**src/hw/cache_defines.svh**
```systemverilog
`ifndef CACHE_DEFINES_SVH
`define CACHE_DEFINES_SVH

// ==========================================================================
// Instruction cache geometry
// ==========================================================================

// Number of sets held in each way
`define CACHE_LINES 64

// Associativity of the cache
`define CACHE_WAYS 4

// Address bit positions for 16-byte lines
`define CACHE_LOBIT 4
`define CACHE_HIBIT 9
`define CACHE_TAGBIT 10

// Tag value that marks an empty way, so addresses with this tag never hit
`define CACHE_INVALID_TAG 1

`endif

```
**src/hw/cache_pkg.sv**
```systemverilog
package cache_pkg;

	// ======================================================================
	// Basic address and storage types
	// ======================================================================

	typedef logic [31:0] address_t;

	// Tag field covers address bits 31 down to 10
	typedef logic [31:10] cache_tag_t;

	typedef logic [5:0] index_t;
	typedef logic [1:0] way_t;

	// Four 32-bit words, word 0 sits in the low bits
	typedef logic [127:0] line_t;

	// Fetch request carries both translations of the same address
	typedef struct packed {
		address_t vadr;
		address_t padr;
	} fetch_req_t;

	// A fill writes real tags, an invalidate writes the empty marker
	typedef enum logic {
		TAG_FILL = 1'b0,
		TAG_INVALIDATE = 1'b1
	} tag_kind_e;

	// One request on the shared tag write port
	typedef struct packed {
		logic en;
		tag_kind_e kind;
		way_t way;
		index_t index;
		cache_tag_t vtag;
		cache_tag_t ptag;
	} tag_wr_t;

	// Set index of a byte address, bits 9 down to 4
	function automatic index_t adr_index(address_t adr);
		return adr[9:4];
	endfunction

endpackage

```
**src/hw/cache_snoop.sv**
```systemverilog
`timescale 1ns/10ps
`include "cache_defines.svh"

module cache_snoop import cache_pkg::*; (
	input logic clk,
	input logic rst,
	input logic snoop_i,
	input address_t snoop_adr_i,
	input cache_tag_t [`CACHE_WAYS-1:0] ptags_i,
	input logic grant_i,
	output index_t snoop_index_o,
	output tag_wr_t wr_req_o
);

	typedef enum logic [1:0] {
		S_IDLE,
		S_COMPARE,
		S_INVAL
	} state_e;

	state_e state;
	address_t adr_q;
	cache_tag_t snoop_tag;
	logic [`CACHE_WAYS-1:0] match_now;
	logic [`CACHE_WAYS-1:0] match_q;
	logic [`CACHE_WAYS-1:0] remaining;
	way_t inv_way;

	assign snoop_tag = adr_q[31:`CACHE_TAGBIT];
	assign snoop_index_o = adr_q[`CACHE_HIBIT:`CACHE_LOBIT];

	// Physical tags at the snoop set, compared one cycle after capture
	always_comb begin
		for (int w = 0; w < `CACHE_WAYS; w++) begin
			match_now[w] = (ptags_i[w] == snoop_tag);
		end
	end

	// Lowest matching way goes first
	always_comb begin
		inv_way = '0;
		for (int w = `CACHE_WAYS - 1; w >= 0; w--) begin
			if (match_q[w]) begin
				inv_way = way_t'(w);
			end
		end
	end

	assign remaining = match_q & ~(`CACHE_WAYS'(1) << inv_way);

	// New snoops are ignored until every match has been invalidated
	always_ff @(posedge clk) begin
		if (rst) begin
			state <= S_IDLE;
			match_q <= '0;
		end else begin
			case (state)
				S_IDLE: begin
					if (snoop_i) begin
						state <= S_COMPARE;
					end
				end
				S_COMPARE: begin
					match_q <= match_now;
					state <= (|match_now) ? S_INVAL : S_IDLE;
				end
				S_INVAL: begin
					if (grant_i) begin
						match_q <= remaining;
						if (remaining == '0) begin
							state <= S_IDLE;
						end
					end
				end
				default: begin
					state <= S_IDLE;
				end
			endcase
		end
	end

	always_ff @(posedge clk) begin
		if (state == S_IDLE && snoop_i) begin
			adr_q <= snoop_adr_i;
		end
	end

	// The request stays up until the arbiter grants it
	always_comb begin
		wr_req_o = '0;
		wr_req_o.en = (state == S_INVAL);
		wr_req_o.kind = TAG_INVALIDATE;
		wr_req_o.way = inv_way;
		wr_req_o.index = snoop_index_o;
		wr_req_o.vtag = snoop_tag;
		wr_req_o.ptag = snoop_tag;
	end

endmodule

```
**config.mk**
```make
export PLATFORM = sky130hd
export DESIGN_NAME = cache_snoop
export DESIGN_NICKNAME = d
export VERILOG_FILES = /design/src/hw/cache_pkg.sv /design/src/hw/cache_snoop.sv
export VERILOG_INCLUDE_DIRS = /design/src /design/src/hw
export SDC_FILE = /design/constraint.sdc
export NUM_CORES = 1
export LEC_CHECK = 0
export ABC_AREA = 1
export BUFFER_PORTS_ARGS = -buffer_cell sky130_fd_sc_hd__clkbuf_2
export CORE_ASPECT_RATIO = 0.9
export CORE_UTILIZATION = 43
export CTS_CLUSTER_SIZE = 30
export DETAILED_ROUTE_END_ITERATION = 6
export GPL_TIMING_DRIVEN = 0
export HOLD_SLACK_MARGIN = 0.03
export PLACE_DENSITY = 0.92
export REMOVE_ABC_BUFFERS = 1
export SLEW_MARGIN = 0
export SYNTH_ARGS = -nofsm -noshare
export SYNTH_HDL_FRONTEND = slang
export SYNTH_SLANG_ARGS = --single-unit
export TNS_END_PERCENT = 100
```
**constraint.sdc**
```tcl
create_clock -name clk -period 3.47 [get_ports clk]
set_input_delay 0 -clock clk [delete_from_list [all_inputs] [get_ports clk]]
set_output_delay 0 -clock clk [all_outputs]
set_load 0.005 [all_outputs]
```
# After elaboration in Yosys (flattened, before gate mapping)
# Cells that the tools add are included.
[totals] elab_cells=33 regBits=38 memories=0 mem_bits_ro=0 in_bits=124 ram_bits=0 latchBits=0
[classes] reduce_logical=7 addsub=0 n_mux=11 multipliers=0 div=0 n_shift=1 magnitude_cmp=0 eq_ne=9 bitwise_logic=2
[ops] operator="22-bit equality test" n=4
[ops] operator="2-bit two-way mux" n=8
[ops] operator="4-bit one-hot mux with 2 select lines" n=1
[ops] operator="2-bit one-hot mux with 3 select lines" n=1
[ops] operator="4-bit AND" n=1
[ops] operator="4-bit logical NOT" n=1
[ops] operator="4-bit two-way mux" n=1
[ops] operator="2-bit != test, second input constant" n=2
[ops] operator="4-bit inverter" n=1
[ops] operator="4-bit OR reduction" n=1
[ops] operator="1-bit by 2-bit left shift with 4-bit output, first input constant" n=1
[ops] operator="3-bit AND reduction" n=1
[ops] operator="2-bit by 1-bit equality test with 1-bit output, second input constant" n=1
[ops] operator="2-bit equality test, second input constant" n=1
[ops] operator="2-bit logical NOT" n=1
[ops] operator="2-bit by 1-bit != test with 1-bit output, second input constant" n=1
[ops] operator="2-bit AND reduction" n=1
[ops] operator="2-bit nonzero test" n=1
[ops] operator="1-bit logical AND" n=1

# Depth between registers and ports, before layout
[logic_depth] word_depth=11 mapped_depth=11 ltp_nobuf=10

# Worst setup path before layout
# OpenSTA, ideal clock, no wires.
[synth_path] kind="reg2reg" startpoint="register state[0]" endpoint="register adr_q[10] (enable)" t_required_ps=3022 path_slack_ps=719 path_stages_with_launch=2 t_arrival_ps=2303 cell_sequence="dfxtp_1 nor3_1"
[synth_via] elab_chain_len=2
[synth_rtl] element="start, declared" line="cache_snoop.sv:21" text="state_e state;"
[synth_rtl] element="start signal, assigned" line="cache_snoop.sv:65" text="state <= (|match_now) ? S_INVAL : S_IDLE;"
[synth_rtl] element="2-bit logical NOT" line="cache_snoop.sv:83" text="if (state == S_IDLE && snoop_i) begin"
[synth_rtl] element="1-bit logical AND" line="cache_snoop.sv:83"
[synth_rtl] element="end signal, assigned" line="cache_snoop.sv:84" text="adr_q <= snoop_adr_i;"
[synth_rtl] element="end, declared" line="cache_snoop.sv:22" text="address_t adr_q;"
# Every way passes these cells.
# A chain may end at the register's enable or synchronous reset.

# Final worst setup path
[layout_path] startpoint="register adr_q[26]" endpoint="register match_q[3]"
[layout_via] elab_chain_len=2
[layout_rtl] element="22-bit equality test" line="cache_snoop.sv:35" text="match_now[w] = (ptags_i[w] == snoop_tag);"
[layout_rtl] element="4-bit one-hot mux with 2 select lines" line="cache_snoop.sv:57" text="case (state)"
[layout_rtl] element="end signal, assigned" line="cache_snoop.sv:64" text="match_q <= match_now;"
[layout_rtl] element="end signal, assigned" line="cache_snoop.sv:69" text="match_q <= remaining;"
[layout_rtl] element="end, declared" line="cache_snoop.sv:25" text="logic [`CACHE_WAYS-1:0] match_q;"
# Every way passes these cells.

==> results.md <==
- GRT Total Usage: 24.2%
- Antenna cell count: 0
- TritonCTS clock tree: yes
- Area grow syn2layout: 42.3%
- Setup TNS: 0 ns
- Clock sinks: 34
- Final worst path period share: 46.3%
- Initial antenna violation count: 0
- Post-CTS sizing: 0
- Filler cell count: 538
- RSZ-0062 raised after global routing: false
- Vias in the first global route: 3110
- Leak Pwr: 2.42 nW
- Initial Util: 45.7%
- Synth area leader: edfxtp_1
- Layout Skew: 0.00508 ns
- Outcome: finished, final reports clean
- Ys Warns: 0
- Final #Nets: 757
- Critical Path Start Type: flop
- Drt total wl: 8790 um
- Cell variety after synth: 25
- Worst Max-Slew Pin Slew: 0.773 ns
- Critical Path End Type: flop
- Worst EP required: 3.69 ns
- H-tree depth: 2
- Synth top area share: 29.1%
- Worst min path class: in2reg
- # setup viols final: 0
- # DRC: 0
- Mapped Cells: 449
- Max Cap Viol: 0
- DR iter-0 viols: 79
- Die Y: 79.8 um
- WS Path Type: reg2reg
- Wire per inst: 12.2 um
- Drt pass-1 iters: 4
- DRT antenna net count: 0
- Vias per inst: 4.53
- Clock transition at path regs: 0.07 ns
- Max Root-Sink Buffers: 2
- Reg2reg end: match_q[3]
- Worst reg2reg startpoint: adr_q[26]
- Ports: 184
- Post-synth design cell area: 0.00289 sq mm
- Via count: 3268
- Crit path to: match_q[3]
- Row count: 27
- Area of the multi-input gates: 0.00140 sq mm
- FF+latch count, synth: 34
- Slew Viols, Final: 0
- Largest net degree at the start of global routing: 13
- R2R depth: 8
- Core ar.: 0.00632 sq mm
- Layout cell share with drive strength beyond 1: 33.4%
- VDD IR max: 0.000227 V
- Synthesized area per cell: 6.43 sq um
- R2R setup slack: 1.86 ns
- GPL Wtd Cong: 0.859
- Max Fclk: 0.622 GHz
- Grt total ovfl: 0
- Die Area: 0.00705 sq mm
- Register area: 961 sq um
- Clk Latency, worst-skew pair: 0.28 ns
- Root Buffer: clkbuf_8
- Pwr dens: 303 mW/mm^2
- Sequential area share after synthesis: 33.3%
- Utilization after layout: 65.1%
- First-pass GRT wire length: 13000 um
- Largest cells by area after synthesis: edfxtp_1 (29%), nand2_1 (24%), xor2_1 (9.1%)
- Worst-path fanout max: 7
- Slew margin rel.: 48.2%
- Die width: 88.4 um
- Port buffer count: 178
- Detail Placement HPWL: 6650 um
- Num CTS Buffers: 5
- Final worst path period need: 1.61 ns
- Final Hold Vio Count: 0
- Arrival time at the worst endpoint: 1.83 ns
- CP startpoint: adr_q[26]
==> sequential cells by signal (all words and copies together) (netlist names) <==
name / flops
state: 2
match_q: 4
adr_q: 28
==> power by group <==
part	leakage, nW	internal [W]	switching, W
Clock	0.0658	0.000284	0.000150
Sequential	0.318	0.000467	0.0000356
Combinational	2.04	0.000158	0.000152
Total	2.42	0.000909	0.000338
==> placed cells by master, fill, tap and decap left out <==
master / n
a21boi_0: 1
a21oi_1: 7
a21oi_2: 2
buf_6: 2
bufinv_16: 2
clkbuf_2: 178
clkbuf_8: 5
clkinv_1: 1
conb_1: 1
dfxtp_1: 6
dlygate4sd3_1: 31
edfxtp_1: 28
inv_1: 59
inv_2: 17
nand2_1: 188
nand3_1: 4
nand3_2: 1
nand4_1: 1
nor2_1: 53
nor2_2: 3
nor3_2: 1
nor4_1: 1
o21a_1: 1
o21ai_0: 1
o21ai_1: 1
o21ai_2: 1
xnor2_1: 8
xor2_1: 30
==> metrics by stage <==
| stage | power [W] | worst slack, ns | cells | hold WS, ns | area, sq um |
|---|---|---|---|---|---|
| 2_1_floorplan | 0.000637 | 0.719 | 415 | 0.0624 | 2640 |
| 3_3_place_gp | 0.000769 | -0.228 | 680 | 0.177 | 3640 |
| 3_5_place_dp | 0.000787 | 1.89 | 682 | 0.179 | 3670 |
| 4_1_cts | 0.00125 | 1.87 | 721 | 0.0744 | 4110 |
| 5_1_grt | 0.00130 | 1.73 | 721 | 0.0799 | 4110 |
| 6_report | 0.00125 | 1.86 | 721 | 0.0869 | 4110 |
==> routing by layer <==
| layer | track usage [%] | wire length [um] |
|---|---|---|
| met4 | 9.68 | 247 |
| met1 | 23.9 | 3380 |
| met5 | 0 | 0 |
| met2 | 47.6 | 4620 |
| met3 | 5.58 | 544 |
==> synth_stat cells <==
master    instances
o21ai_1           1
o21a_1            1
xnor2_1           8
a21boi_0          1
nor2_2            3
inv_2            17
xor2_1           30
nor2_1           53
o21ai_0           1
conb_1            1
a21oi_2           2
nand2_1         188
nor4_1            1
a21oi_1           7
buf_4            29
nand3_1           4
nor3_1            1
dfxtp_1           6
buf_6             1
buf_2             4
nand4_1           1
inv_1            59
nand3_2           1
o21ai_2           1
edfxtp_1         28
==> kinds of logic after synthesis <==
logic type	Yosys count	synth area share, %
simple gates	252	33.6
buf+inv	110	18.5
xor+xnor	38	11.5
flops	34	33.3
compound gates	14	2.99
other cells	1	0.130
==> how the worst min path moves through the flow <==
stage               startpoint          to  cells past startpoint
4_1_cts                grant_i  match_q[2]                      4
2_1_floorplan              rst  match_q[3]                      1
6_report               grant_i  match_q[1]                      4
3_5_place_dp    snoop_adr_i[5]    adr_q[5]                      1
5_1_grt                grant_i  match_q[2]                      4
3_3_place_gp   snoop_adr_i[31]   adr_q[31]                      1
==> layout make-up <==
cell class	count	share of cell area, %
timing repair buffer	211	29.8
multi-input combinational	305	34.0
clock buffer	5	1.67
clock inverter	3	1.55
tap	87	2.65
sequential	34	23.4
inverter	76	6.94
==> critical path: stages, from the launching register on <==
cell,delay (ns)
edfxtp_1,0.53
xor2_1,0.22
nor2_1,0.13
nand2_1,0.07
nor2_1,0.15
nand3_2,0.11
o21ai_2,0.14
nand2_1,0.08
a21oi_2,0.12
==> what timing repair did <==
item	in CTS	in global routing
hold buffers	31	0
endpoints found under the setup margin	0	0
setup buffers	0	0
endpoints found under the hold margin	34	0
No activity file was read; power rests on OpenSTA's default activity.
