===== src/hw/cache_defines.svh =====
`ifndef CACHE_DEFINES_SVH
`define CACHE_DEFINES_SVH

// ==========================================================================
// Instruction cache geometry
// ==========================================================================

// Number of sets held in each way
`define CACHE_LINES 64

// Associativity of the cache
`define CACHE_WAYS 4

// Address bit positions for 16-byte lines
`define CACHE_LOBIT 4
`define CACHE_HIBIT 9
`define CACHE_TAGBIT 10

// Tag value that marks an empty way, so addresses with this tag never hit
`define CACHE_INVALID_TAG 1

`endif


===== src/hw/cache_pkg.sv =====
package cache_pkg;

	// ======================================================================
	// Basic address and storage types
	// ======================================================================

	typedef logic [31:0] address_t;

	// Tag field covers address bits 31 down to 10
	typedef logic [31:10] cache_tag_t;

	typedef logic [5:0] index_t;
	typedef logic [1:0] way_t;

	// Four 32-bit words, word 0 sits in the low bits
	typedef logic [127:0] line_t;

	// Fetch request carries both translations of the same address
	typedef struct packed {
		address_t vadr;
		address_t padr;
	} fetch_req_t;

	// A fill writes real tags, an invalidate writes the empty marker
	typedef enum logic {
		TAG_FILL = 1'b0,
		TAG_INVALIDATE = 1'b1
	} tag_kind_e;

	// One request on the shared tag write port
	typedef struct packed {
		logic en;
		tag_kind_e kind;
		way_t way;
		index_t index;
		cache_tag_t vtag;
		cache_tag_t ptag;
	} tag_wr_t;

	// Set index of a byte address, bits 9 down to 4
	function automatic index_t adr_index(address_t adr);
		return adr[9:4];
	endfunction

endpackage


===== src/hw/tag_write_arbiter.sv =====
`timescale 1ns/10ps
`include "cache_defines.svh"

module tag_write_arbiter import cache_pkg::*; (
	input tag_wr_t fill_req_i,
	input tag_wr_t snoop_req_i,
	output logic fill_grant_o,
	output logic snoop_grant_o,
	output tag_wr_t wr_o
);

	// Fill has fixed priority, a snoop only writes when fill is quiet
	assign fill_grant_o = fill_req_i.en;
	assign snoop_grant_o = snoop_req_i.en & ~fill_req_i.en;

	// With no request the snoop side carries en low, so the port is idle
	always_comb begin
		if (fill_req_i.en) begin
			wr_o = fill_req_i;
		end else begin
			wr_o = snoop_req_i;
		end
	end

endmodule


===== config.mk =====
export PLATFORM = sky130hd
export DESIGN_NAME = tag_write_arbiter
export DESIGN_NICKNAME = d
export VERILOG_FILES = /design/src/hw/cache_pkg.sv /design/src/hw/tag_write_arbiter.sv
export VERILOG_INCLUDE_DIRS = /design/src /design/src/hw
export SDC_FILE = /design/constraint.sdc
export NUM_CORES = 1
export LEC_CHECK = 0
export BUFFER_PORTS_ARGS = -buffer_cell sky130_fd_sc_hd__buf_2
export CORE_AREA = 2 2 64 66
export DETAILED_ROUTE_END_ITERATION = 7
export DIE_AREA = 0 0 66 68
export PLACE_DENSITY = 0.74
export SYNTH_ARGS = -nofsm -noshare
export SYNTH_HDL_FRONTEND = slang
export SYNTH_SLANG_ARGS = --single-unit

===== constraint.sdc =====
create_clock -name vclk -period 1.1
set_input_delay 0.22 -clock vclk [all_inputs]
set_output_delay 0.22 -clock vclk [all_outputs]
set_load 0.01 [all_outputs]

Yosys cells after proc, flatten, opt, wreduce, memory -nomap -nowiden
Cells that the tools add are included.
Storage, ports and cells
  register bits after elaboration: 0
  word-level logic and storage cells: 3
  output and inout port bits: 56
  bits of input ports: 108
Operators by class
  bitwise operators: 2
  mux-type cells: 1
Operators by type and width (number)
  54-bit 2-to-1 mux: 1
  1-bit AND: 1
  1-bit NOT: 1

Logic depth before layout (Yosys ltp)
Gate-level depths: netlist of the first run.
  depth in word-level cells: 2
  depth in mapped cells: 3
  mapped depth without buffers: 1

Least setup slack after synthesis of the first run
Ideal clock, no wire load.
  path type: input -> output
  start: in fill_req_i[53] in the netlist's numbering
  end: out wr_o[10] in the netlist's numbering
  data arrival time: 0.839 ns
  path buffers: 2
  data required time: 0.880 ns
  slack: 0.041 ns
  cell stages on the path: 3
  cells stage by stage: buf_6 -> buf_12 -> mux2_4
RTL lines
  from (decl): RTL line tag_write_arbiter.sv:5  | input tag_wr_t fill_req_i,
  to (decl): RTL line tag_write_arbiter.sv:9  | output tag_wr_t wr_o

==> metrics.csv, run 1 <==
stage,metric,value,unit
run_status,status,"complete, but fails checks",
run_status,violations,negative setup slack,
detailed_routing,drc_errors,0,
die,rows,23,
worst_setup_path,worstPathMaxFanout,7,
detailed_routing,avgRoutedWirePerCell,15.7,um
pwr,vdd_drop_max,250,uV
cells_and_area,insertedDiodeCount,0,
grt,grt_pass1_vias,1166,
detailed_routing,ant_nets,0,
placed_design,routabilityCongestion,0.815,
cells_and_area,final_cell_area,0.00227,sq mm
synth,yosysWarnings,0,
die,io_pins,164,
worst_setup_path,cp_data_required_time,0.88,ns
cells_and_area,seq_cells,0,
timing,setup_ws,-0.0652,ns
worst_setup_path,worstPathArrival,0.95,ns
timing,fmax,858,MHz
cells_and_area,drive_gt1_share,99.6,%
timing,slew_viol_final,0,
die,core_area,0.00386,sq mm
job,drv_cap,0,
grt,grt_first_pass_wirelength,5610,um
worst_setup_path,start_kind,input pin,
detailed_routing,finalWirelength,4360,um
grt,overflow,0,
detailed_routing,initialDrtViolationCount,18,
worst_setup_path,crit_path_end_kind,primary output,
detailed_routing,dr.pass1.iters,4,
cells_and_area,regArea,0,sq um
pwr,p_leak,1.31,nW
timing,tightest_slew,0.0823,ns
synth,avgSynthCellArea,14.7,sq um
grt,grt_usage,16.5,%
grt,antenna_found_initial,0,
grt,grt_max_degree,13,
synth,yosys.area.top_type,mux2_4,
die,fp.dieH,68,um
synth,syn_nets,170,
synth,ys_seq_area_share,0,%
die,initial_core_util,23.6,%
cells_and_area,area_growth_syn_to_layout,150,%
timing,hold_viol_final,0,
cells_and_area,fillCellCount,321,
synth,syn_area,908,sq um
synth,syn_inst,62,
timing,fin_crit_sh,106,%
placed_design,numPortBuffers,164,
timing,slew_headroom,94.5,%
clock_network,cts_hold_buf,0,
synth,synthTopCellsByArea,"mux2_4 (79%), buf_12 (11%), mux2_2 (6.2%), buf_6 (1.2%), buf_4 (0.83%)",
synth,synth_top_area_share,79.3,%
timing,setup_viol,52,
cells_and_area,layout.nets,338,
timing,period_minus_slack,1.17,ns
synth,ys_types,7,
pwr,p_total,1.08,mW
detailed_routing,vias,1189,
die,die_w,66,um
die,dieArea,0.00449,sq mm
pwr,power_density,476,mW/mm^2
worst_setup_path,critical_path_class,input pin to primary output,
placed_design,dpl-instance-area,0.00171,sq mm
cells_and_area,clkbuf_count,0,
detailed_routing,vias_per_cell,4.28,
worst_hold_path,hold_class,input pin to primary output,
timing,rsz0062_at_grt,true,
[final timing paths]
check       startpoint  depth (start not counted)  endpoint  slack (ns)
max     fill_req_i[53]                          4  wr_o[24]       -0.07
min    snoop_req_i[53]                          3  wr_o[53]        0.73
[timing repair]
item / 4_1_cts / 5_1_grt
endpoints found under the setup margin: 53 / 53
setup buffers: 0 / 0
pin swaps: 1 / 0
cloned: 5 / 2
gates resized for setup: 68 / 0
[cell usage after synthesis]
cell	count
buf_6	1
or2_2	1
buf_12	5
mux2_4	48
buf_4	1
nor2b_1	1
mux2_2	5
[power by group]
group / total, mW / leakage, nW / internal (mW) / switching (mW)
combinational: 1.08 / 1.31 / 0.723 / 0.358
sequential: 0 / 0 / 0 / 0
clock: 0 / 0 / 0 / 0
total: 1.08 / 1.31 / 0.723 / 0.358
[final cells by class]
| cell class | instances | area, sq um | area share [%] |
|---|---|---|---|
| multi-input combinational | 55 | 807 | 35.5 |
| tap | 50 | 62.6 | 2.75 |
| timing repair buffer | 173 | 1400 | 61.7 |
[logic make-up (layout without fill, tap and decap cells)]
logic type / after synthesis / after routing / share of synthesized area (%)
buf+inv: 7 / 173 / 13.1
mux: 53 / 53 / 85.5
simple gates: 2 / 2 / 1.38
[through the flow]
stage / setup TNS (ns) / hold WS [ns] / std cells / setup slack [ns] / util [%]
after floorplan: 0 / 0.532 / 62 / 0.0409 / -
after global placement: -9.42 / 0.723 / 271 / -0.207 / 44.4
after detailed placement: -10.19 / 0.724 / 271 / -0.221 / 44.4
after CTS: -3.85 / 0.719 / 276 / -0.0902 / 57.6
after global routing: -3.04 / 0.740 / 278 / -0.0753 / 58.9
final: -2.36 / 0.726 / 278 / -0.0652 / 58.9
[layer usage]
metal	vias to the layer above	part of all wire, %	track usage, %
met3	0	9.9	3.13
met4	0	0	0
met2	87	58	36.1
met5	-	0	0
li1	571	-	-
met1	531	32	17.0
[worst max-delay path, stage by stage]
cell and delay, ns:
clkbuf_16 0.15, buf_16 0.15, mux2_4 0.30, buf_6 0.12
[cells in the final DEF, fill, tap and decap left out]
master       n
buf_2      110
clkbuf_16    2
buf_16       6
mux2_2       1
buf_12       2
nor2b_1      1
buf_6       53
mux2_4      52
or2_4        1
Note: power is estimated with default switching activity, not from simulation.
==> inputs of run 2 (changes only) <==
--- a/config.mk
+++ b/config.mk
@@ -7,10 +7,10 @@
 export NUM_CORES = 1
 export LEC_CHECK = 0
 export BUFFER_PORTS_ARGS = -buffer_cell sky130_fd_sc_hd__buf_2
-export CORE_AREA = 2 2 64 66
+export CORE_MARGIN = 10
+export CORE_UTILIZATION = 28
 export DETAILED_ROUTE_END_ITERATION = 7
-export DIE_AREA = 0 0 66 68
-export PLACE_DENSITY = 0.74
+export PLACE_DENSITY = 0.85
 export SYNTH_ARGS = -nofsm -noshare
 export SYNTH_HDL_FRONTEND = slang
 export SYNTH_SLANG_ARGS = --single-unit
==> constraint.sdc (replaced) <==
create_clock -name vclk -period 1.2
set_input_delay 0.24 -clock vclk [all_inputs]
set_output_delay 0.24 -clock vclk [all_outputs]
set_load 0.01 [all_outputs]
==> metrics.csv, run 2 (synthesis gave the netlist of run 1 again) <==
stage,metric,value,unit,change
timing,fmax,819,MHz,
die,dieArea,0.00592,sq mm,+32%
die,io_pins,164,,unchanged
placed_design,dp.cells,265,,-2.2%
grt,grt_first_pass_wirelength,8650,um,+54%
worst_setup_path,worstPathArrival,0.98,ns,+0.03 ns
timing,whs,0.759,ns,+0.0330 ns
cells_and_area,insertedDiodeCount,0,,unchanged
placed_design,numPortBuffers,164,,unchanged
timing,rsz0062_at_grt,true,,
detailed_routing,vias,1201,,+1.0%
cells_and_area,clkbuf_count,0,,unchanged
timing,tightest_slew,0.0741,ns,-0.00813 ns
run_status,status,"complete, but fails checks",,
worst_setup_path,critical_path_class,input pin to primary output,,
cells_and_area,stdcell_count,272,,-2.2%
worst_setup_path,worstPathMaxFanout,8,,+1
grt,overflow,0,,unchanged
timing,slew_viol_final,0,,unchanged
cells_and_area,multi_input_area,811,sq um,+0.47%
die,initial_core_util,29.5,%,+6.0 points
cells_and_area,area_growth_syn_to_layout,149,%,
timing,period_minus_slack,1.22,ns,
placed_design,dpl-instance-area,0.00171,sq mm,-0.44%
timing,tns,-0.425,ns,+1.94 ns
pwr,vdd_drop_max,201,uV,-20%
grt,met2_usage,39.2,%,+3.1 points
detailed_routing,drc_errors,0,,unchanged
cells_and_area,fillCellCount,231,,-28%
worst_hold_path,hold_class,input pin to primary output,,
cells_and_area,regArea,0,sq um,unchanged
die,fp.dieH,77.0,um,+13%
die,die_w,77.0,um,+17%
detailed_routing,avgRoutedWirePerCell,21.3,um,+36%
worst_setup_path,cpPeakStageDelay,0.31,ns,about the same
timing,fin_crit_sh,102,%,
placed_design,dp_hpwl,4520,um,
cells_and_area,layout.nets,338,,unchanged
pwr,p_seq_share,0,%,unchanged
cells_and_area,seq_cells,0,,unchanged
grt,antenna_found_initial,0,,unchanged
job,drv_cap,0,,unchanged
pwr,p_sw_share,34.1,%,+1.0 points
pwr,p_leak,1.31,nW,about the same
detailed_routing,ant_nets,0,,unchanged
worst_setup_path,crit_slowest_cell,mux2_4,,
pwr,p_switching,0.345,mW,-3.8%
die,core_area,0.00308,sq mm,-20%
placed_design,routabilityCongestion,0.848,,+4.1%
grt,grt_busiest_layer,met2,,
cells_and_area,final_cell_area,0.00226,sq mm,-0.55%
pwr,p_total,1.01,mW,-6.7%
detailed_routing,initialDrtViolationCount,39,,+21
worst_setup_path,path_cells,buf_16 > buf_16 > mux2_4 > buf_6,,
worst_setup_path,crit_path_end_kind,primary output,,
grt,grt_max_degree,9,,-4
cells_and_area,final_common_cell,buf_2,,
pwr,pwr-share-comb,100.0,%,about the same
cells_and_area,drive_gt1_share,99.6,%,unchanged
grt,grt_pass1_vias,1489,,+28%
detailed_routing,finalWirelength,5800,um,+33%
timing,slew_headroom,95.0,%,+0.53 points
pwr,p_clk_share,0,%,unchanged
detailed_routing,vias_per_cell,4.42,,+3.2%
timing,setup_viol,48,,-7.7%
detailed_routing,dr.pass1.iters,4,,unchanged
grt,met3_usage,3.61,%,+0.49 points
die,rows,20,,-13%
worst_setup_path,cpMostUsedCell,buf_16,,
pwr,power_density,447,mW/mm^2,-6.2%
worst_setup_path,cp_data_required_time,0.96,ns,+0.08 ns
grt,grt_usage,17.9,%,+1.4 points
worst_setup_path,start_kind,input pin,,
grt,use_met1,16.3,%,-0.70 points
timing,hold_viol_final,0,,unchanged
timing,setup_ws,-0.0207,ns,+0.0445 ns
run_status,violations,negative setup slack,,
pwr,internal-power,0.665,mW,-8.1%
cells_and_area,layout_common_cells,"buf_2 (109), buf_6 (54), mux2_4 (53)",,
==> run 2: cell count changes in the layout (fill, tap and decap cells not counted), sizes merged <==
cell,delta
clkbuf,-2
buf,+2
==> run 2: critical path: cells and delay by family <==
| kind | cells | cell delay [ns] |
|---|---|---|
| mux | 1 | 0.31 |
| buf+inv | 3 | 0.42 |
==> run 2: layer usage <==
layer	routed length, um	share of wire [%]
met5	0	0
met4	70	1.2
met3	333	5.7
met1	1800	31
met2	3600	62
==> run 2: worst paths after layout <==
kind                             from  endpoint  slack (ns)  cells after the start
worst max-delay path   fill_req_i[53]   wr_o[9]       -0.02                      4
worst min-delay path  snoop_req_i[53]  wr_o[53]        0.76                      3
==> run 2: timing repair <==
| item | in CTS | in global routing |
|---|---|---|
| pin swaps | 0 | 0 |
| gates cloned | 6 | 0 |
| hold buffers | 0 | 0 |
| setup endpoints to repair | 54 | 53 |
| setup buffers | 1 | 0 |
| resized for setup | 73 | 0 |
==> run 2: final cells by class <==
cell class	instances	area share, %
tap	44	2.44
timing repair buffer	173	61.7
multi-input combinational	55	35.9
==> run 2: per-stage QoR <==
stage / setup WS (ns) / utilization (%)
floorplan: 0.101 / -
global placement: -0.135 / 55.4
detailed placement: -0.153 / 55.4
CTS: -0.0205 / 73.4
global route: -0.0439 / 73.4
finish: -0.0207 / 73.4
==> run 2: power groups by stage <==
stage | Combinational [mW] | Sequential, mW | Clock [mW]
after global routing | 1.06 | 0 | 0
after floorplan | 0.401 | 0 | 0
after detailed placement | 0.718 | 0 | 0
after global placement | 0.699 | 0 | 0
final | 1.01 | 0 | 0
after CTS | 1.01 | 0 | 0
