**config.mk**
```make
export PLATFORM = sky130hd
export DESIGN_NAME = cache_fill
export DESIGN_NICKNAME = d
export VERILOG_FILES = /design/src/hw/cache_pkg.sv /design/src/hw/cache_fill.sv
export VERILOG_INCLUDE_DIRS = /design/src /design/src/hw
export SDC_FILE = /design/constraint.sdc
export NUM_CORES = 1
export LEC_CHECK = 0
export BUFFER_PORTS_ARGS = -buffer_cell sky130_fd_sc_hd__buf_2
export CAP_MARGIN = 10
export CORE_AREA = 2 2 177 179
export CTS_CLUSTER_DIAMETER = 200
export CTS_CLUSTER_SIZE = 28
export DETAILED_ROUTE_END_ITERATION = 10
export DIE_AREA = 0 0 179 181
export SLEW_MARGIN = 20
export SYNTH_ARGS = -nofsm -noshare
export SYNTH_HDL_FRONTEND = slang
export SYNTH_SLANG_ARGS = --single-unit
export TNS_END_PERCENT = 30
```
**constraint.sdc**
```tcl
create_clock -name clk -period 14.6 [get_ports clk]
set_input_delay 1.46 -clock clk [delete_from_list [all_inputs] [get_ports clk]]
set_output_delay 1.46 -clock clk [all_outputs]
set_load 0.005 [all_outputs]
```
**src/hw/cache_defines.svh**
```systemverilog
`ifndef CACHE_DEFINES_SVH
`define CACHE_DEFINES_SVH

// ==========================================================================
// Instruction cache geometry
// ==========================================================================

// Number of sets held in each way
`define CACHE_LINES 64

// Associativity of the cache
`define CACHE_WAYS 4

// Address bit positions for 16-byte lines
`define CACHE_LOBIT 4
`define CACHE_HIBIT 9
`define CACHE_TAGBIT 10

// Tag value that marks an empty way, so addresses with this tag never hit
`define CACHE_INVALID_TAG 1

`endif

```
**src/hw/cache_pkg.sv**
```systemverilog
package cache_pkg;

	// ======================================================================
	// Basic address and storage types
	// ======================================================================

	typedef logic [31:0] address_t;

	// Tag field covers address bits 31 down to 10
	typedef logic [31:10] cache_tag_t;

	typedef logic [5:0] index_t;
	typedef logic [1:0] way_t;

	// Four 32-bit words, word 0 sits in the low bits
	typedef logic [127:0] line_t;

	// Fetch request carries both translations of the same address
	typedef struct packed {
		address_t vadr;
		address_t padr;
	} fetch_req_t;

	// A fill writes real tags, an invalidate writes the empty marker
	typedef enum logic {
		TAG_FILL = 1'b0,
		TAG_INVALIDATE = 1'b1
	} tag_kind_e;

	// One request on the shared tag write port
	typedef struct packed {
		logic en;
		tag_kind_e kind;
		way_t way;
		index_t index;
		cache_tag_t vtag;
		cache_tag_t ptag;
	} tag_wr_t;

	// Set index of a byte address, bits 9 down to 4
	function automatic index_t adr_index(address_t adr);
		return adr[9:4];
	endfunction

endpackage

```
**src/hw/cache_fill.sv**
```systemverilog
`timescale 1ns/10ps
`include "cache_defines.svh"

module cache_fill import cache_pkg::*; (
	input logic clk,
	input logic rst,
	input logic miss_i,
	input fetch_req_t miss_req_i,
	input way_t victim_i,
	input logic grant_i,
	input logic mem_ack_i,
	input line_t mem_line_i,
	output logic busy_o,
	output tag_wr_t wr_req_o,
	output logic mem_req_o,
	output address_t mem_adr_o,
	output logic data_wr_o,
	output way_t data_way_o,
	output index_t data_index_o,
	output line_t data_line_o,
	output logic valid_o,
	output logic [31:0] data_o
);

	// ======================================================================
	// Fill engine state
	// ======================================================================

	typedef enum logic [2:0] {
		S_SWEEP,
		S_IDLE,
		S_WAIT,
		S_WRITE,
		S_RETURN
	} state_e;

	state_e state;
	index_t sweep_idx;
	fetch_req_t req_q;
	way_t victim_q;
	line_t line_q;
	index_t fill_index;

	assign fill_index = req_q.vadr[`CACHE_HIBIT:`CACHE_LOBIT];

	// The sweep runs first after reset, then misses are served one at a time
	always_ff @(posedge clk) begin
		if (rst) begin
			state <= S_SWEEP;
			sweep_idx <= '0;
			mem_req_o <= 1'b0;
		end else begin
			mem_req_o <= 1'b0;
			case (state)
				S_SWEEP: begin
					if (grant_i) begin
						sweep_idx <= sweep_idx + 1'b1;
						if (sweep_idx == index_t'(`CACHE_LINES - 1)) begin
							state <= S_IDLE;
						end
					end
				end
				S_IDLE: begin
					if (miss_i) begin
						mem_req_o <= 1'b1;
						state <= S_WAIT;
					end
				end
				S_WAIT: begin
					if (mem_ack_i) begin
						state <= S_WRITE;
					end
				end
				S_WRITE: begin
					if (grant_i) begin
						state <= S_RETURN;
					end
				end
				default: begin
					state <= S_IDLE;
				end
			endcase
		end
	end

	// Request, victim and returned line are held for the whole miss
	always_ff @(posedge clk) begin
		if (state == S_IDLE && miss_i) begin
			req_q <= miss_req_i;
			victim_q <= victim_i;
			mem_adr_o <= {miss_req_i.padr[31:`CACHE_LOBIT], {`CACHE_LOBIT{1'b0}}};
		end
		if (state == S_WAIT && mem_ack_i) begin
			line_q <= mem_line_i;
		end
	end

	// ======================================================================
	// Tag and data writes
	// ======================================================================

	// The sweep asks for the port only once reset has been released
	always_comb begin
		wr_req_o = '0;
		if (state == S_SWEEP && !rst) begin
			wr_req_o.en = 1'b1;
			wr_req_o.kind = TAG_INVALIDATE;
			wr_req_o.index = sweep_idx;
		end else if (state == S_WRITE) begin
			wr_req_o.en = 1'b1;
			wr_req_o.kind = TAG_FILL;
			wr_req_o.way = victim_q;
			wr_req_o.index = fill_index;
			wr_req_o.vtag = req_q.vadr[31:`CACHE_TAGBIT];
			wr_req_o.ptag = req_q.padr[31:`CACHE_TAGBIT];
		end
	end

	// Line lands in the same cycle as its tags
	assign data_wr_o = (state == S_WRITE) & grant_i;
	assign data_way_o = victim_q;
	assign data_index_o = fill_index;
	assign data_line_o = line_q;

	// Busy covers the miss pulse itself so the next fetch is already held off
	assign busy_o = miss_i | (state == S_SWEEP) | (state == S_WAIT) | (state == S_WRITE);

	// Busy is already low while the word is returned
	assign valid_o = (state == S_RETURN);
	assign data_o = line_q[req_q.vadr[`CACHE_LOBIT-1:2]*32 +: 32];

endmodule

```
# Yosys cells after proc, flatten, opt, wreduce, memory -nomap -nowiden
# Cells that the tools add are included.
# classes
n_mux	12
add_sub_neg	1
n_eq_ne	10
n_reduce_logical	8
n_bitwise	5
shifts	1
# op_table
cell	count
$shiftx 128x8->32	1
$mux 54	1
$mux 44	1
$mux 3	5
$pmux 3 s4	1
$ne 2x2->1 const B	5
$add 6x1->6 const B	1
$eq 3x2->1 const B	2
$eq 6x6->1 const B	1
$mux 6	1
$reduce_and 5->1	1
$mux 2	2
$eq 3x1->1 const B	1
$eq 3x3->1 const B	1
$logic_and 1x1->1	3
$logic_not 3->1	1
$or 1x1->1	3
$reduce_and 2->1	1
$reduce_or 2->1	1
$and 1x1->1	1
$logic_not 1->1	1
$mux 1	1
$not 1->1	1
# totals
output_inout_bits	258
in_bits	199
ff_bits	232

# Depth between registers and ports, before layout
# Gate-level depths: netlist of run 1.
# depth
word_depth	4
mapped_depth	5
mapped_depth_nobuf	4

# Worst setup path before layout of run 1
# OpenSTA, ideal clock, no wires.
# synth_timing
kind	input to register
startpoint	in miss_i
endpoint	reg req_q (netlist bit data_index_o[0]), enable pin
arrival_ns	5.610
slack_ns	8.438
n_path_buf	0
setup_ns	0.552
cell_stages	2
cell_sequence	nand2_1 > nor3_1
# synth_via
elab_chain_len	1
# synth_lines
element	line	rtl
start, declared	cache_fill.sv:7	input logic miss_i,
$logic_and 1x1->1	cache_fill.sv:88	if (state == S_IDLE && miss_i) begin
end signal, assigned	cache_fill.sv:89	req_q <= miss_req_i;
end, declared	cache_fill.sv:39	fetch_req_t req_q;
# Every way passes these cells.
# A chain may end at the register's enable or synchronous reset.

==> qor.yml, run 1 <==
global_routing:
  grt_max_degree: 70
  grt_use_total_pct: 13.63
  overflow: 0
  antenna_found_initial: 4
  grt_pass1_wl_um: 32100
  grt_pass1_vias: 5305
setup_path:
  worstSetupPathType: "in2out"
  startpoint: "rst"
  reg2reg_slack_ns: 11.88
  timing.rr.end: "data_line_o[94]$_DFFE_PP_"
  reg2reg_from: "state[1]$_SDFFE_PP0P_"
  cp_max_fo: 11
  cp-end-kind: "primary output"
  cp-start-kind: "input port"
  crit_end: "wr_req_o[49]"
  critPathRequiredTime_ns: 13.14
  rr_worst_depth: 3
  cp.arrival_ns: 2.80
timing:
  slew_headroom_pct: 34.63
  hold_viol_final: 0
  tightest_slew_ns: 0.9724
  max_freq_mhz: 234.8
  period_share_pct: 29.17
  fin_tns_setup_ns: 0
  slew_violations: 0
  holdWs_ns: 0.4991
  setup_viol: 0
  clock_skew_ns: 0.01346
  min_period_ns: 4.258
  rsz0062_at_grt: "no"
finish:
  stdcell_count: 1210
  fin_nets: 1001
  area_growth_pct: 39.70
  drive_above_1_share_pct: 64.33
  fillers: 2956
place:
  io_buffer_count: 446
  place_inst: 1178
  globalplace.congestion: 0.8286
  dp_hpwl_um: 17090
logic_synthesis:
  synthSimpleGateAreaFrac_pct: 6.357
  avgSynthCellArea_sq_um: 19.73
  yosysWarnings: 0
  synth_edf_count: 188
  yosysUniqueCellTypes: 34
  synth_area_leaders: "edfxtp_1 75%, mux4_2 9.5%, and2_1 3.9%"
  yosys.area_share.adder_pct: 0.1651
  ys.flop_type: "edfxtp_1"
  synth_top_family_by_area: "multiplexers"
  syn_area_sq_um: 7577
  yosys-top-cells-count: "188 x edfxtp_1, 47 x and2_1, 38 x buf_4"
  yosysTopAreaCell: "edfxtp_1"
  synthXorXnorAreaFrac_pct: 0.1156
  async_flop_share_pct: 0
  synth_top_area_share_pct: 74.50
  synthMuxAreaShare_pct: 9.643
  ys_ff_latch: 198
  synthCells: 384
  ys_seq_area_share_pct: 77.15
  yosysMostFrequentCell: "edfxtp_1"
  synth_compound_area_share_pct: 1.569
die:
  start_util_pct: 24.97
  io_pins: 457
  die_area_sq_um: 32400
  rows: 64
  die_w_um: 179
  die_y_um: 181
  core-area_sq_um: 30350
clocking:
  cts_tree: "built"
  post_cts_buffers: 0
  clk_pin_slew_ns: 0.08
  root_buffer: "clkbuf_16"
  clk_latency_ns: 0.43
  htreeDepth: 4
  cts_buffers: 17
  cts_resized: 0
  hold_buffers: 0
  clock_sinks: 198
  cts.path.max_buffers: 2
min_path:
  hold_path.class: "reg2reg"
  min_from: "sweep_idx[5]$_SDFFE_PP0P_"
power:
  power_density_nw_per_um2: 107.0
  peakVddDrop_mv: 0.07042
  p_leak_nw: 4.406
flow_run:
  drv_cap: 0
detailed_routing:
  ant_nets: 0
  detail_route.first_pass.iterations: 4
  first_iter_violations: 239
  vias: 5034
  wl_per_cell_um: 18.46
  routed_via_density: 4.160
  drc: 0
  drt_wl_total_um: 22340
outcome:
  status: "finished clean"
cell families (layout without fill, tap and decap cells):
family	count (synthesis)	count (layout)
xor gates and xnor gates	1	1
adders and majority gates	1	1
buffers and inverters	57	483
muxes	33	33
DFF	198	198
other	1	5
AOI/OAI and AO/OA	18	18
and+or+nand+nor	75	75
critical path, cell delays in order:
cell    delay [ns]
buf_2         0.18
nor4_2        0.75
a22o_1        0.28
buf_2         0.12
final cells by class:
cell class	instances	area, sq um	area share, %
clock buffer	17	425.4	4.019
inverter	1	3.754	0.03546
clock inverter	14	167.7	1.584
timing repair buffer	451	2270	21.44
antenna	1	2.502	0.02364
multi-input combinational	132	1375	12.99
sequential	198	5846	55.22
tap	396	495.5	4.681
registers in the layout (all words and copies together) (netlist names):
signal	cells
data_line_o	128
req_q	52
data_index_o	6
sweep_idx	6
state	3
data_way_o	2
mem_req_o	1
worst min path at each step:
stage	to	slack, ns	cells past startpoint
final	sweep_idx[5]$_SDFFE_PP0P_	0.50	2
after global routing	sweep_idx[5]$_SDFFE_PP0P_	0.53	2
after global placement	sweep_idx[5]$_SDFFE_PP0P_	0.48	2
after CTS	sweep_idx[5]$_SDFFE_PP0P_	0.51	2
after floorplan	sweep_idx[5]$_SDFFE_PP0P_	0.47	2
after detailed placement	sweep_idx[5]$_SDFFE_PP0P_	0.50	2
routing by layer:
layer	track usage, %	vias to the layer above	wire (um)	part of all wire (%)
li1	-	2281	-	-
met1	15.67	2411	8627	39
met2	22.18	297	10890	49
met3	5.829	39	2255	10
met4	5.626	6	536	2.4
met5	0	-	25	0.11
through the flow:
step	total power, W	area [sq um]	util [%]	setup slack [ns]
4_1_cts	0.001151	10580	34.87	10.30
6_report	0.001133	10590	34.88	10.34
5_1_grt	0.001175	10590	34.88	10.18
3_3_place_gp	0.0006631	9990	32.92	10.35
2_1_floorplan	0.0006384	7589	-	8.438
3_5_place_dp	0.0006646	9990	32.92	10.30
layout by cell type (no fill, tap or decap), types with 2 or more instances in the layout:
cell / n
mux4_2: 32
buf_2: 446
dfxtp_1: 10
nand2_1: 2
nor3b_1: 2
and2_1: 47
nor2_1: 3
bufinv_16: 2
conb_1: 4
edfxtp_1: 188
nor4_1: 2
buf_4: 5
clkbuf_16: 17
clkinv_4: 5
a22o_1: 6
or4_1: 2
inv_6: 2
o21ai_0: 4
nand3_1: 3
nor2b_1: 4
inv_8: 3
a21oi_1: 5
or3_2: 3
power by group:
group / internal (W) / switching (W)
Combinational: 0.0000195 / 0.0000103
Sequential: 0.000621 / 0.000000971
Clock: 0.000258 / 0.000224
Total: 0.000898 / 0.000235
Power figures use the tool's default switching activity.
==> inputs of run 2 (changes only) <==
Clock period 14.6 ns to 3.9 ns, I/O delays scaled along.
==> run 2 against run 1 <==
Combinational power rose to 3.7 times the previous value. Global-route usage fell by 0.074 points. Sequential share of layout area fell by 0.27 points. Critical endpoint is now data_o[19]. Largest cell class unchanged.
==> qor.yml, run 2 (synthesis results as in run 1) <==
place:
  io_buffer_count: 446  # unchanged
  place_inst: 1179  # +0.085%
  dp_hpwl_um: 17110  # +0.12%
  globalplace.congestion: 0.8722  # +5.3%
clocking:
  post_cts_buffers: 0  # unchanged
  root_buffer: "clkbuf_16"
  htreeDepth: 4  # unchanged
  clock_sinks: 198  # unchanged
  clk_latency_ns: 0.43  # about the same
  cts_resized: 0  # unchanged
  hold_buffers: 0  # unchanged
  cts.path.max_buffers: 2  # unchanged
  clk_pin_slew_ns: 0.08  # about the same
  cts_tree: "built"
  cts_buffers: 17  # unchanged
setup_path:
  cp-start-kind: "flop"
  reg2reg_from: "state[1]$_SDFFE_PP0P_"
  rr_worst_depth: 2  # -1
  worstSetupPathType: "reg2out"
  startpoint: "req_q[35]$_DFFE_PP_"
  critPathRequiredTime_ns: 3.51  # -9.63 ns
  cp-end-kind: "primary output"
  cp_max_fo: 17  # +6
  cp.arrival_ns: 2.33  # -0.47 ns
detailed_routing:
  detail_route.first_pass.iterations: 4  # unchanged
  first_iter_violations: 300  # +26%
  drc: 0  # unchanged
  drt_wl_total_um: 22130  # -0.95%
  wl_per_cell_um: 18.24  # -1.2%
  routed_via_density: 4.225  # +1.6%
  ant_nets: 0  # unchanged
  vias: 5125  # +1.8%
finish:
  drive_above_1_share_pct: 64.42  # +0.088 points
  fin_nets: 1002  # +0.10%
  stdcell_count: 1213  # +0.25%
  area_growth_pct: 40.37
  largest_reg_flops: 128  # unchanged
  final_common_cell: "buf_2"
  most-common-layout-cells: "446 x buf_2, 188 x edfxtp_1, 47 x and2_1"
global_routing:
  grt_max_degree: 59  # -16%
  grt_pass1_vias: 5326  # +0.40%
  antenna_found_initial: 6  # +2
  grt_use_total_pct: 13.56  # -0.074 points
  grt_pass1_wl_um: 32200  # +0.30%
  overflow: 0  # unchanged
die:
  die_y_um: 181  # unchanged
  start_util_pct: 24.97  # unchanged
  io_pins: 457  # unchanged
  rows: 64  # unchanged
  core-area_sq_um: 30350  # unchanged
  die_area_sq_um: 32400  # unchanged
  die_w_um: 179  # unchanged
timing:
  slew_headroom_pct: 37.81  # +3.2 points
  hold_viol_final: 0  # unchanged
  slew_violations: 0  # unchanged
  setup_viol: 0  # unchanged
  min_period_ns: 2.718
  rsz0062_at_grt: "no"
  period_share_pct: 69.70
  max_freq_mhz: 367.9
  clock_skew_ns: 0.01162  # -0.001838 ns
  tightest_slew_ns: 0.9329  # -0.03947 ns
  fin_tns_setup_ns: 0  # unchanged
min_path:
  hold_path.class: "in2reg"
  worstHoldPathCells: 1  # -1
  min_from: "mem_line_i[12]"
power:
  peakVddDrop_mv: 0.2099  # +200%
  p_leak_nw: 4.417  # +0.25%
  power_density_nw_per_um2: 397.8  # +270%
  fin_total_pwr_w: 0.004231  # +270%
outcome:
  status: "finished clean"
flow_run:
  drv_cap: 0  # unchanged
## run 2: cell count changes in the layout (fill, tap and decap cells not counted), sizes merged
cell	delta
clkinvlp	-1
inv	+3
diode	+1
bufinv	-1
buf	+1
## run 2: worst max-delay path, stage by stage (launching register included)
cell and delay [ns]:
edfxtp_1 0.97, buf_4 0.42, mux4_2 0.35, buf_2 0.15
## run 2: worst paths after layout
| kind | end | slack, ns |
|---|---|---|
| worst min register to register | sweep_idx[5]$_SDFFE_PP0P_ | 0.52 |
| worst min-delay path | data_line_o[12]$_DFFE_PP_ | 0.13 |
| worst max-delay path | data_o[19] | 1.18 |
| worst max register to register | data_line_o[121]$_DFFE_PP_ | 1.79 |
## run 2: per-stage QoR
| stage | hold WS [ns] | cell area, sq um | setup WS, ns | util, % |
|---|---|---|---|---|
| 6_report | 0.1251 | 10640 | 1.182 | 35.05 |
| 5_1_grt | 0.08501 | 10640 | 1.047 | 35.05 |
| 4_1_cts | 0.09738 | 10630 | 1.139 | 35.03 |
| 3_5_place_dp | 0.5088 | 10040 | 1.624 | 33.08 |
| 3_3_place_gp | 0.4907 | 10040 | 1.589 | 33.08 |
| 2_1_floorplan | 0.4657 | 7594 | 0.4209 | - |
## run 2: layout make-up
| cell class | instances | area, sq um |
|---|---|---|
| fillers | 2987 | 19710 |
| flip-flops and latches | 198 | 5846 |
| repair buffers | 452 | 2315 |
| multi-input cells | 132 | 1381 |
| well taps | 396 | 495.5 |
| clock buffers | 17 | 425.4 |
| clock inverters | 15 | 165.2 |
| diodes | 2 | 5.005 |
| inverters | 1 | 3.754 |
## run 2: power breakdown
part	total (W)	internal (W)	switching [W]
Combinational	0.000111	0.0000730	0.0000383
Sequential	0.00233	0.00232	0.00000289
Clock	0.00179	0.000915	0.000879
## run 2: metal layers
metal	global-route usage, %	share of wire, %	vias to the layer above
met1	15.21	37	2510
met2	23.15	51	282
met5	0	0.16	-
li1	-	-	2293
met4	4.260	1.8	6
met3	5.745	9.9	34
